$ cat config.mk
export PLATFORM = sky130hd
export DESIGN_NAME = qsim_top
export DESIGN_NICKNAME = d
export VERILOG_FILES = /design/src/qsim_pkg.sv /design/src/qsim_addr_gen.sv /design/src/qsim_complex_mac.sv /design/src/qsim_ctrl_fsm.sv /design/src/qsim_loop_counters.sv /design/src/qsim_top.sv
export SDC_FILE = /design/constraint.sdc
export NUM_CORES = 2
export LEC_CHECK = 0
export ABC_AREA = 0
export BUFFER_PORTS_ARGS = -buffer_cell sky130_fd_sc_hd__buf_2
export CAP_MARGIN = 20
export CORE_MARGIN = 1.5
export CORE_UTILIZATION = 52
export CTS_CLUSTER_DIAMETER = 150
export DETAILED_ROUTE_END_ITERATION = 7
export PLACE_DENSITY_LB_ADDON = 0.12
export SLEW_MARGIN = 10
export SYNTH_ARGS = -nofsm -noshare
export SYNTH_HDL_FRONTEND = slang
export SYNTH_HIERARCHICAL = 1
export SYNTH_SLANG_ARGS = --single-unit
export TNS_END_PERCENT = 1
$ cat constraint.sdc
create_clock -name clk -period 10.8 [get_ports clk]
set_input_delay 2.16 -clock clk [delete_from_list [all_inputs] [get_ports clk]]
set_output_delay 2.16 -clock clk [all_outputs]
set_load 0.02 [all_outputs]
$ cat src/qsim_pkg.sv
`default_nettype none

package qsim_pkg;

  // ------------------------------
  // widths and number format
  // ------------------------------
  localparam int DATA_W    = 32;  // one sram word
  localparam int ADDR_W    = 16;
  localparam int COMP_W    = 16;  // re or im
  localparam int FRAC_BITS = 14;  // signed q1.14
  localparam int ACC_W     = 40;  // per component, full precision
  localparam int FIELD_W   = 16;  // header fields and gate count

  // one complex sample or matrix entry
  typedef struct packed {
    logic signed [COMP_W-1:0] re;
    logic signed [COMP_W-1:0] im;
  } cplx_t;

  typedef struct packed {
    logic [FIELD_W-1:0] num_qubits;
    logic [FIELD_W-1:0] num_gates;
  } header_t;

  // input sram word, header at address 0 and amplitudes above it
  typedef union packed {
    header_t hdr;
    cplx_t   smp;
  } state_word_u;

  typedef struct packed {
    logic signed [ACC_W-1:0] re;
    logic signed [ACC_W-1:0] im;
  } acc_t;

  // ------------------------------
  // fsm commands and loop flags
  // ------------------------------
  typedef struct packed {
    logic load_dims;
    logic clr_col;
    logic step_col;
    logic clr_row;
    logic step_row;
    logic clr_gate;
    logic step_gate;
    logic issue_rd;   // one matrix/vector read pair
    logic clr_acc;    // first product of a row
    logic write_row;  // marks the last column of a row
  } ctrl_t;

  typedef struct packed {
    logic col_last;
    logic row_last;
    logic gate_last;
  } flags_t;

endpackage

`default_nettype wire

$ cat src/qsim_addr_gen.sv
`timescale 1ns/1ps
`default_nettype none

module qsim_addr_gen #(
  parameter int MAX_QUBITS = 3
) (
  input  logic                          clk,
  input  logic                          reset_n,
  input  qsim_pkg::ctrl_t               ctrl,
  input  qsim_pkg::flags_t              flags,
  input  logic [MAX_QUBITS-1:0]         col,
  input  logic [MAX_QUBITS-1:0]         row,
  input  logic [qsim_pkg::FIELD_W-1:0]  gate,
  input  logic [MAX_QUBITS:0]           vec_len,
  output logic [qsim_pkg::ADDR_W-1:0]   in_rd_addr,
  output logic [qsim_pkg::ADDR_W-1:0]   gate_rd_addr,
  output logic [qsim_pkg::ADDR_W-1:0]   scratch_rd_addr,
  output logic [qsim_pkg::ADDR_W-1:0]   scratch_wr_addr,
  output logic [qsim_pkg::ADDR_W-1:0]   out_wr_addr,
  output logic                          scratch_we,
  output logic                          out_we,
  output logic                          use_scratch
);
  import qsim_pkg::*;

  localparam int WR_DLY = 3;  // stages ahead of the write register

  typedef struct packed {
    logic              to_out;  // last gate, row goes to output sram
    logic [ADDR_W-1:0] addr;
  } wr_slot_t;

  logic [ADDR_W-1:0] n, c, r, g;
  logic [ADDR_W-1:0] gate_addr, vec_addr, wr_addr;
  logic [WR_DLY-1:0] wr_vld;
  wr_slot_t          wr_pipe [WR_DLY];
  logic [ADDR_W-1:0] wr_addr_q;
  logic              scr_d1;

  assign n = ADDR_W'(vec_len);
  assign c = ADDR_W'(col);
  assign r = ADDR_W'(row);
  assign g = ADDR_W'(gate);

  assign gate_addr = g * n * n + r * n + c;     // row-major, gates back to back
  assign vec_addr  = (g - 1'b1) * n + c;        // previous gate's result
  assign wr_addr   = flags.gate_last ? r : g * n + r;

  // ------------------------------
  // read side
  // ------------------------------
  always_ff @(posedge clk) begin
    if (!reset_n) begin
      in_rd_addr      <= '0;
      gate_rd_addr    <= '0;
      scratch_rd_addr <= '0;
      scr_d1          <= 1'b0;
      use_scratch     <= 1'b0;
    end else begin
      in_rd_addr <= ctrl.issue_rd ? c + 1'b1 : '0;  // rests on the header word
      if (ctrl.issue_rd) begin
        gate_rd_addr    <= gate_addr;
        scratch_rd_addr <= vec_addr;
      end
      scr_d1      <= (g != '0);
      use_scratch <= scr_d1;  // lines up with read data
    end
  end

  // ------------------------------
  // write side, follows the mac
  // ------------------------------
  always_ff @(posedge clk) begin
    if (!reset_n) begin
      wr_vld     <= '0;
      scratch_we <= 1'b0;
      out_we     <= 1'b0;
    end else begin
      wr_vld     <= {wr_vld[WR_DLY-2:0], ctrl.write_row};
      scratch_we <= wr_vld[WR_DLY-1] & ~wr_pipe[WR_DLY-1].to_out;
      out_we     <= wr_vld[WR_DLY-1] & wr_pipe[WR_DLY-1].to_out;
    end
  end

  always_ff @(posedge clk) begin
    wr_pipe[0].to_out <= flags.gate_last;
    wr_pipe[0].addr   <= wr_addr;
    for (int i = 1; i < WR_DLY; i++) begin
      wr_pipe[i] <= wr_pipe[i-1];
    end
    wr_addr_q <= wr_pipe[WR_DLY-1].addr;
  end

  assign scratch_wr_addr = wr_addr_q;
  assign out_wr_addr     = wr_addr_q;

  a_one_dest: assert property (@(posedge clk) disable iff (!reset_n)
    !(scratch_we && out_we))
    else $error("row written to scratchpad and output at once");

endmodule

`default_nettype wire

$ cat src/qsim_complex_mac.sv
`timescale 1ns/1ps
`default_nettype none

module qsim_complex_mac (
  input  logic                  clk,
  input  logic                  reset_n,
  input  qsim_pkg::ctrl_t       ctrl,
  input  logic                  use_scratch,
  input  qsim_pkg::state_word_u in_rd_data,
  input  qsim_pkg::cplx_t       scratch_rd_data,
  input  qsim_pkg::cplx_t       gate_rd_data,
  output qsim_pkg::cplx_t       wr_data
);
  import qsim_pkg::*;

  cplx_t                      b_op;
  logic signed [2*COMP_W-1:0] p_rr, p_ii, p_ri, p_ir;
  acc_t                       prod_q;
  acc_t                       acc_q;
  logic [2:0]                 vld_sr;  // issue_rd, aligned to accumulate
  logic [2:0]                 clr_sr;

  // gate 0 takes the input vector, later gates the scratchpad
  assign b_op = use_scratch ? scratch_rd_data : in_rd_data.smp;

  assign p_rr = gate_rd_data.re * b_op.re;
  assign p_ii = gate_rd_data.im * b_op.im;
  assign p_ri = gate_rd_data.re * b_op.im;
  assign p_ir = gate_rd_data.im * b_op.re;

  // ------------------------------
  // control alignment
  // ------------------------------
  always_ff @(posedge clk) begin
    if (!reset_n) begin
      vld_sr <= '0;
      clr_sr <= '0;
    end else begin
      vld_sr <= {vld_sr[1:0], ctrl.issue_rd};
      clr_sr <= {clr_sr[1:0], ctrl.clr_acc};
    end
  end

  // ------------------------------
  // product stage and accumulator
  // ------------------------------
  always_ff @(posedge clk) begin
    prod_q.re <= p_rr - p_ii;  // sign extended to ACC_W
    prod_q.im <= p_ri + p_ir;
    if (vld_sr[2]) begin
      if (clr_sr[2]) begin
        acc_q <= prod_q;  // new row
      end else begin
        acc_q.re <= acc_q.re + prod_q.re;
        acc_q.im <= acc_q.im + prod_q.im;
      end
    end
  end

  // >>> FRAC_BITS, keep the low COMP_W bits
  assign wr_data.re = acc_q.re[FRAC_BITS +: COMP_W];
  assign wr_data.im = acc_q.im[FRAC_BITS +: COMP_W];

endmodule

`default_nettype wire

$ cat src/qsim_ctrl_fsm.sv
`timescale 1ns/1ps
`default_nettype none

module qsim_ctrl_fsm (
  input  logic             clk,
  input  logic             reset_n,
  input  logic             dut_valid,
  output logic             dut_ready,
  input  qsim_pkg::flags_t flags,
  output qsim_pkg::ctrl_t  ctrl
);

  typedef enum logic [2:0] {
    S_IDLE,
    S_RD_HDR,
    S_LOAD,
    S_RUN,
    S_DRAIN,
    S_WRITE
  } state_t;

  // product reg, accumulate, write reg
  localparam logic [1:0] DRAIN_LAST = 2'd2;

  state_t     state;
  state_t     next_state;
  logic [1:0] drain_cnt;
  logic       row_start;  // current RUN cycle is column 0

  // ------------------------------
  // state register
  // ------------------------------
  always_ff @(posedge clk) begin
    if (!reset_n) begin
      state     <= S_IDLE;
      drain_cnt <= 2'd0;
      row_start <= 1'b0;
    end else begin
      state     <= next_state;
      row_start <= ctrl.clr_col;
      drain_cnt <= (state == S_DRAIN) ? drain_cnt + 2'd1 : 2'd0;
    end
  end

  always_comb begin
    next_state = state;
    ctrl       = '0;
    case (state)
      S_IDLE: begin
        if (dut_valid) next_state = S_RD_HDR;
      end
      S_RD_HDR: next_state = S_LOAD;  // input address parked at 0
      S_LOAD: begin
        ctrl.load_dims = 1'b1;
        ctrl.clr_col   = 1'b1;
        ctrl.clr_row   = 1'b1;
        ctrl.clr_gate  = 1'b1;
        next_state     = S_RUN;
      end
      S_RUN: begin
        ctrl.issue_rd = 1'b1;
        ctrl.clr_acc  = row_start;
        if (flags.col_last) begin
          ctrl.write_row = 1'b1;
          ctrl.clr_col   = 1'b1;
          if (flags.row_last) begin
            next_state = S_DRAIN;
          end else begin
            ctrl.step_row = 1'b1;  // next row starts without a gap
          end
        end else begin
          ctrl.step_col = 1'b1;
        end
      end
      // let the final row land before the next gate reads it
      S_DRAIN: begin
        if (drain_cnt == DRAIN_LAST) next_state = S_WRITE;
      end
      S_WRITE: begin
        if (flags.gate_last) begin
          next_state = S_IDLE;
        end else begin
          ctrl.step_gate = 1'b1;
          ctrl.clr_row   = 1'b1;
          ctrl.clr_col   = 1'b1;
          next_state     = S_RUN;
        end
      end
      default: next_state = S_IDLE;
    endcase
  end

  assign dut_ready = (state == S_IDLE);

  // a row's last product and the next row's first clear come from different cycles
  a_wr_clr_excl: assert property (@(posedge clk) disable iff (!reset_n)
    !(ctrl.write_row && ctrl.clr_acc))
    else $error("write_row and clr_acc asserted together");

endmodule

`default_nettype wire

$ cat src/qsim_loop_counters.sv
`timescale 1ns/1ps
`default_nettype none

module qsim_loop_counters #(
  parameter int MAX_QUBITS = 3
) (
  input  logic                           clk,
  input  logic                           reset_n,
  input  qsim_pkg::ctrl_t                ctrl,
  input  qsim_pkg::header_t              header,
  output qsim_pkg::flags_t               flags,
  output logic [MAX_QUBITS-1:0]          col,
  output logic [MAX_QUBITS-1:0]          row,
  output logic [qsim_pkg::FIELD_W-1:0]   gate,
  output logic [MAX_QUBITS:0]            vec_len
);
  import qsim_pkg::*;

  localparam int VEC_W = MAX_QUBITS + 1;

  logic [FIELD_W-1:0] num_gates_q;
  logic [VEC_W-1:0]   last_idx;

  // ------------------------------
  // dimensions from the header
  // ------------------------------
  always_ff @(posedge clk) begin
    if (!reset_n) begin
      vec_len     <= VEC_W'(1);
      num_gates_q <= FIELD_W'(1);
    end else if (ctrl.load_dims) begin
      vec_len     <= VEC_W'(1) << header.num_qubits;  // 2^q
      num_gates_q <= header.num_gates;
    end
  end

  // ------------------------------
  // loop counters
  // ------------------------------
  always_ff @(posedge clk) begin
    if (!reset_n) begin
      col  <= '0;
      row  <= '0;
      gate <= '0;
    end else begin
      if (ctrl.clr_col) col <= '0;
      else if (ctrl.step_col) col <= col + 1'b1;
      if (ctrl.clr_row) row <= '0;
      else if (ctrl.step_row) row <= row + 1'b1;
      if (ctrl.clr_gate) gate <= '0;
      else if (ctrl.step_gate) gate <= gate + 1'b1;
    end
  end

  assign last_idx        = vec_len - 1'b1;
  assign flags.col_last  = ({1'b0, col} == last_idx);
  assign flags.row_last  = ({1'b0, row} == last_idx);
  assign flags.gate_last = (gate == num_gates_q - 1'b1);

  a_dims_legal: assert property (@(posedge clk) disable iff (!reset_n)
    ctrl.load_dims |-> (header.num_qubits >= 1 && header.num_qubits <= MAX_QUBITS
                        && header.num_gates != 0))
    else $error("unsupported header q=%0d m=%0d", header.num_qubits, header.num_gates);

  // fsm must clear col on the flag, never run past it
  a_col_range: assert property (@(posedge clk) disable iff (!reset_n)
    {1'b0, col} <= last_idx)
    else $error("col %0d beyond vector length %0d", col, vec_len);

endmodule

`default_nettype wire

$ cat src/qsim_top.sv
`timescale 1ns/1ps
`default_nettype none

module qsim_top #(
  parameter int MAX_QUBITS = 3
) (
  input  logic                         clk,
  input  logic                         reset_n,
  input  logic                         dut_valid,
  output logic                         dut_ready,
  // input state sram
  output logic [qsim_pkg::ADDR_W-1:0]  in_rd_addr,
  input  logic [qsim_pkg::DATA_W-1:0]  in_rd_data,
  // gate sram
  output logic [qsim_pkg::ADDR_W-1:0]  gate_rd_addr,
  input  logic [qsim_pkg::DATA_W-1:0]  gate_rd_data,
  // scratchpad sram
  output logic [qsim_pkg::ADDR_W-1:0]  scratch_rd_addr,
  input  logic [qsim_pkg::DATA_W-1:0]  scratch_rd_data,
  output logic [qsim_pkg::ADDR_W-1:0]  scratch_wr_addr,
  output logic [qsim_pkg::DATA_W-1:0]  scratch_wr_data,
  output logic                         scratch_we,
  // output state sram
  output logic [qsim_pkg::ADDR_W-1:0]  out_wr_addr,
  output logic [qsim_pkg::DATA_W-1:0]  out_wr_data,
  output logic                         out_we
);
  import qsim_pkg::*;

  ctrl_t                 ctrl;
  flags_t                flags;
  state_word_u           in_word;
  cplx_t                 gate_word;
  cplx_t                 scratch_word;
  cplx_t                 row_data;
  logic [MAX_QUBITS-1:0] col;
  logic [MAX_QUBITS-1:0] row;
  logic [FIELD_W-1:0]    gate;
  logic [MAX_QUBITS:0]   vec_len;
  logic                  use_scratch;

  assign in_word      = in_rd_data;
  assign gate_word    = gate_rd_data;
  assign scratch_word = scratch_rd_data;

  // same row result, destination picked by the write enables
  assign scratch_wr_data = row_data;
  assign out_wr_data     = row_data;

  // ------------------------------
  // control
  // ------------------------------
  qsim_ctrl_fsm i_ctrl_fsm (
    .clk       (clk),
    .reset_n   (reset_n),
    .dut_valid (dut_valid),
    .dut_ready (dut_ready),
    .flags     (flags),
    .ctrl      (ctrl)
  );

  qsim_loop_counters #(.MAX_QUBITS(MAX_QUBITS)) i_loop_counters (
    .clk     (clk),
    .reset_n (reset_n),
    .ctrl    (ctrl),
    .header  (in_word.hdr),
    .flags   (flags),
    .col     (col),
    .row     (row),
    .gate    (gate),
    .vec_len (vec_len)
  );

  // ------------------------------
  // datapath
  // ------------------------------
  qsim_addr_gen #(.MAX_QUBITS(MAX_QUBITS)) i_addr_gen (
    .clk             (clk),
    .reset_n         (reset_n),
    .ctrl            (ctrl),
    .flags           (flags),
    .col             (col),
    .row             (row),
    .gate            (gate),
    .vec_len         (vec_len),
    .in_rd_addr      (in_rd_addr),
    .gate_rd_addr    (gate_rd_addr),
    .scratch_rd_addr (scratch_rd_addr),
    .scratch_wr_addr (scratch_wr_addr),
    .out_wr_addr     (out_wr_addr),
    .scratch_we      (scratch_we),
    .out_we          (out_we),
    .use_scratch     (use_scratch)
  );

  qsim_complex_mac i_complex_mac (
    .clk             (clk),
    .reset_n         (reset_n),
    .ctrl            (ctrl),
    .use_scratch     (use_scratch),
    .in_rd_data      (in_word),
    .scratch_rd_data (scratch_word),
    .gate_rd_data    (gate_word),
    .wr_data         (row_data)
  );

endmodule

`default_nettype wire

==> reports/metrics.cfg <==
[yosys]
yosysTopAreaCell=fa_1
ys_seq_elements=284
synth_cells=6208
synth.top_cell.area_share_pct=40.8
synth_edf_count=60
yosys_warnings=6
synth.avg_cell_area_um2=9.29
ys.flop_type=dfxtp_1
synth-seq-area-share_pct=10.9
synth.distinct_cells=96
synthTopCellsByArea=fa_1 (41%), ha_1 (9.8%), inv_1 (9.0%), dfxtp_1 (7.8%), and2_1 (6.6%)
synth_async_sr_flop_share_pct=0
synth_area_mm2=0.0577

[floorplanning]
die_w_um=336
die_h_um=336
row_count=122
dieArea_mm2=0.113
initial_core_util_pct=52.3
ios=246
core_mm2=0.110

[clock_tree]
htree_levels=2
path_clk_slew_ps=60
cts_made_buffers=36
post_cts_resized=0
clock_path_buffers=3
post-cts-setup-buffer-count=0
clockRootBuffer=clkbuf_16
clk_latency_ps=600
cts.hold.buffers_added=0
cts_sinks=284
cts_tree=done

[detailed_routing]
num_vias=39900
drt-total-wl_mm=141
ant_nets=0
wire_per_inst_um=18.3
routed_via_density=5.18
dr.pass1.iters=7
drtIter0Drc=2213
drcViolationCount=1

[place]
portBuffers=233
place_inst=7624
place_hpwl_mm=109
place_congestion=0.840

[worst_setup_path]
cp_common_cell=fa_1
critPathRequiredTime_ps=11240
worst_ep_arrival_time_ps=10330
crit_type=input pin to flip-flop
crit_slowest_cell=mux2_2
cp_max_fo=32
worst_setup_path_end_kind=flip-flop
slowest_delay_ps=770
start_kind=input pin

[cells_and_area]
final_net_count=7904
post_layout_nonfiller_instances=7691
drive_gt1_share_pct=6.89
final_cell_mix=inv_1 (1,377), fa_1 (1,177), nand2_1 (655)
final_common_cell=inv_1
syn_to_final_growth_pct=5.01
fill_cells=10100

[sta]
period_needed_ps=9880
hold_viol=0
slew_headroom_pct=28.1
setup-violations-final=0
fin_skew_ps=23.4
slew_violations=0
period_share_pct=91.5
tns_ps=0
fmax_mhz=101
hold_slack_ps=323
rsz0062_at_grt=false
tightest_slew_ps=1080

[min_path]
hold_path_class=flip-flop to flip-flop

[grt]
grt_max_degree=62
grt_overflow=0
antenna_found_initial=12
grt_pass1_vias=42500
grt_pass1_wl_mm=230
grt_usage_pct=26.1

[status]
violations=DRC
status=finished with violations

[flow_run]
cap_violations=0

[cells by family after synthesis]
logic type	Yosys count	share of synthesized area, %
AO/OA/AOI/OAI	456	5.21
XOR/XNOR	277	4.31
adder cells (fa/ha/maj)	1631	50.7
buffers and inverters	1734	12.0
flip-flops	284	10.9
multiplexers	78	1.43
other	1	0.00650
AND/OR/NAND/NOR	1747	15.4
[path summary, 6_finish.rpt]
path,from,to,slack (ps),depth (start not counted)
min reg2reg,i_addr_gen/wr_pipe[0][2],i_addr_gen/wr_pipe[0][19],320,0
max,in_rd_data[2],i_complex_mac/prod_q[29],920,27
max reg2reg,i_addr_gen/use_scratch,i_complex_mac/prod_q[29],1390,26
min,i_addr_gen/wr_pipe[0][2],i_addr_gen/wr_pipe[0][19],320,0
[through the flow]
stage | cell area [µm²] | util [%] | setup WS (ps)
after global routing | 60600 | 54.9 | 661
after CTS | 60600 | 54.9 | 1140
after global placement | 59400 | 53.8 | 672
after detailed placement | 59400 | 53.8 | 512
after floorplan | 57700 | - | 1630
final | 60600 | 54.9 | 917
[cells in the mapped netlist (all sizes together) (33+ instances only)]
master and count:
fa 1177, a21oi 99, nor2 176, nor2b 71, mux2i 43, mux2 35, and2 605, nand3 33
inv 1378, ha 454, xor2 89, xnor2 185, edfxtp 60, clkbuf 246, a21o 57, or2 33
buf 110, nor3 41, o21ai 112, nand2 656, nand2b 33, dfxtp 224
[final cells by class]
cell class                      instances  area (µm²)  area share [%]
Multi-Input combinational cell       4201       44600            73.6
Sequential cell                       284        6290            10.4
Inverter                             1378        5170            8.54
Tap cell                             1488        1860            3.07
Timing Repair Buffer                  273        1480            2.44
Clock buffer                           46         990            1.63
Clock inverter                         18         208           0.343
Antenna cell                            3        7.51          0.0124
[per-layer routing]
| metal | routed length, µm | part of all wire [%] | global-route usage [%] |
|---|---|---|---|
| met1 | 63400 | 45 | 36.8 |
| met2 | 66100 | 47 | 42.4 |
| met3 | 7410 | 5.3 | 3.56 |
| met4 | 3750 | 2.7 | 6.93 |
| met5 | 65 | 0.046 | 0 |
[sequential cells by signal, indices dropped and copies added (netlist names), 16 cells and up]
register and cells:
i_complex_mac/prod_q 60, i_addr_gen/wr_pipe 51, i_complex_mac/wr_data 32, i_complex_mac/acc_q 28, i_addr_gen/gate_rd_addr 16, i_addr_gen/out_wr_addr 16, i_addr_gen/scratch_rd_addr 16, i_loop_counters/gate 16
i_loop_counters/num_gates_q 16
[worst max-delay path, delay by kind of cell]
family,cells,cell delay (ps)
adder cells (fa/ha/maj),9,4340
AO/OA/AOI/OAI,6,1800
AND/OR/NAND/NOR,4,800
multiplexers,1,770
buffers and inverters,6,330
XOR/XNOR,1,80
Power is left out: the tool's default activity adds up to more than one toggle a clock period on the data nets, which glitch-free logic cannot reach.
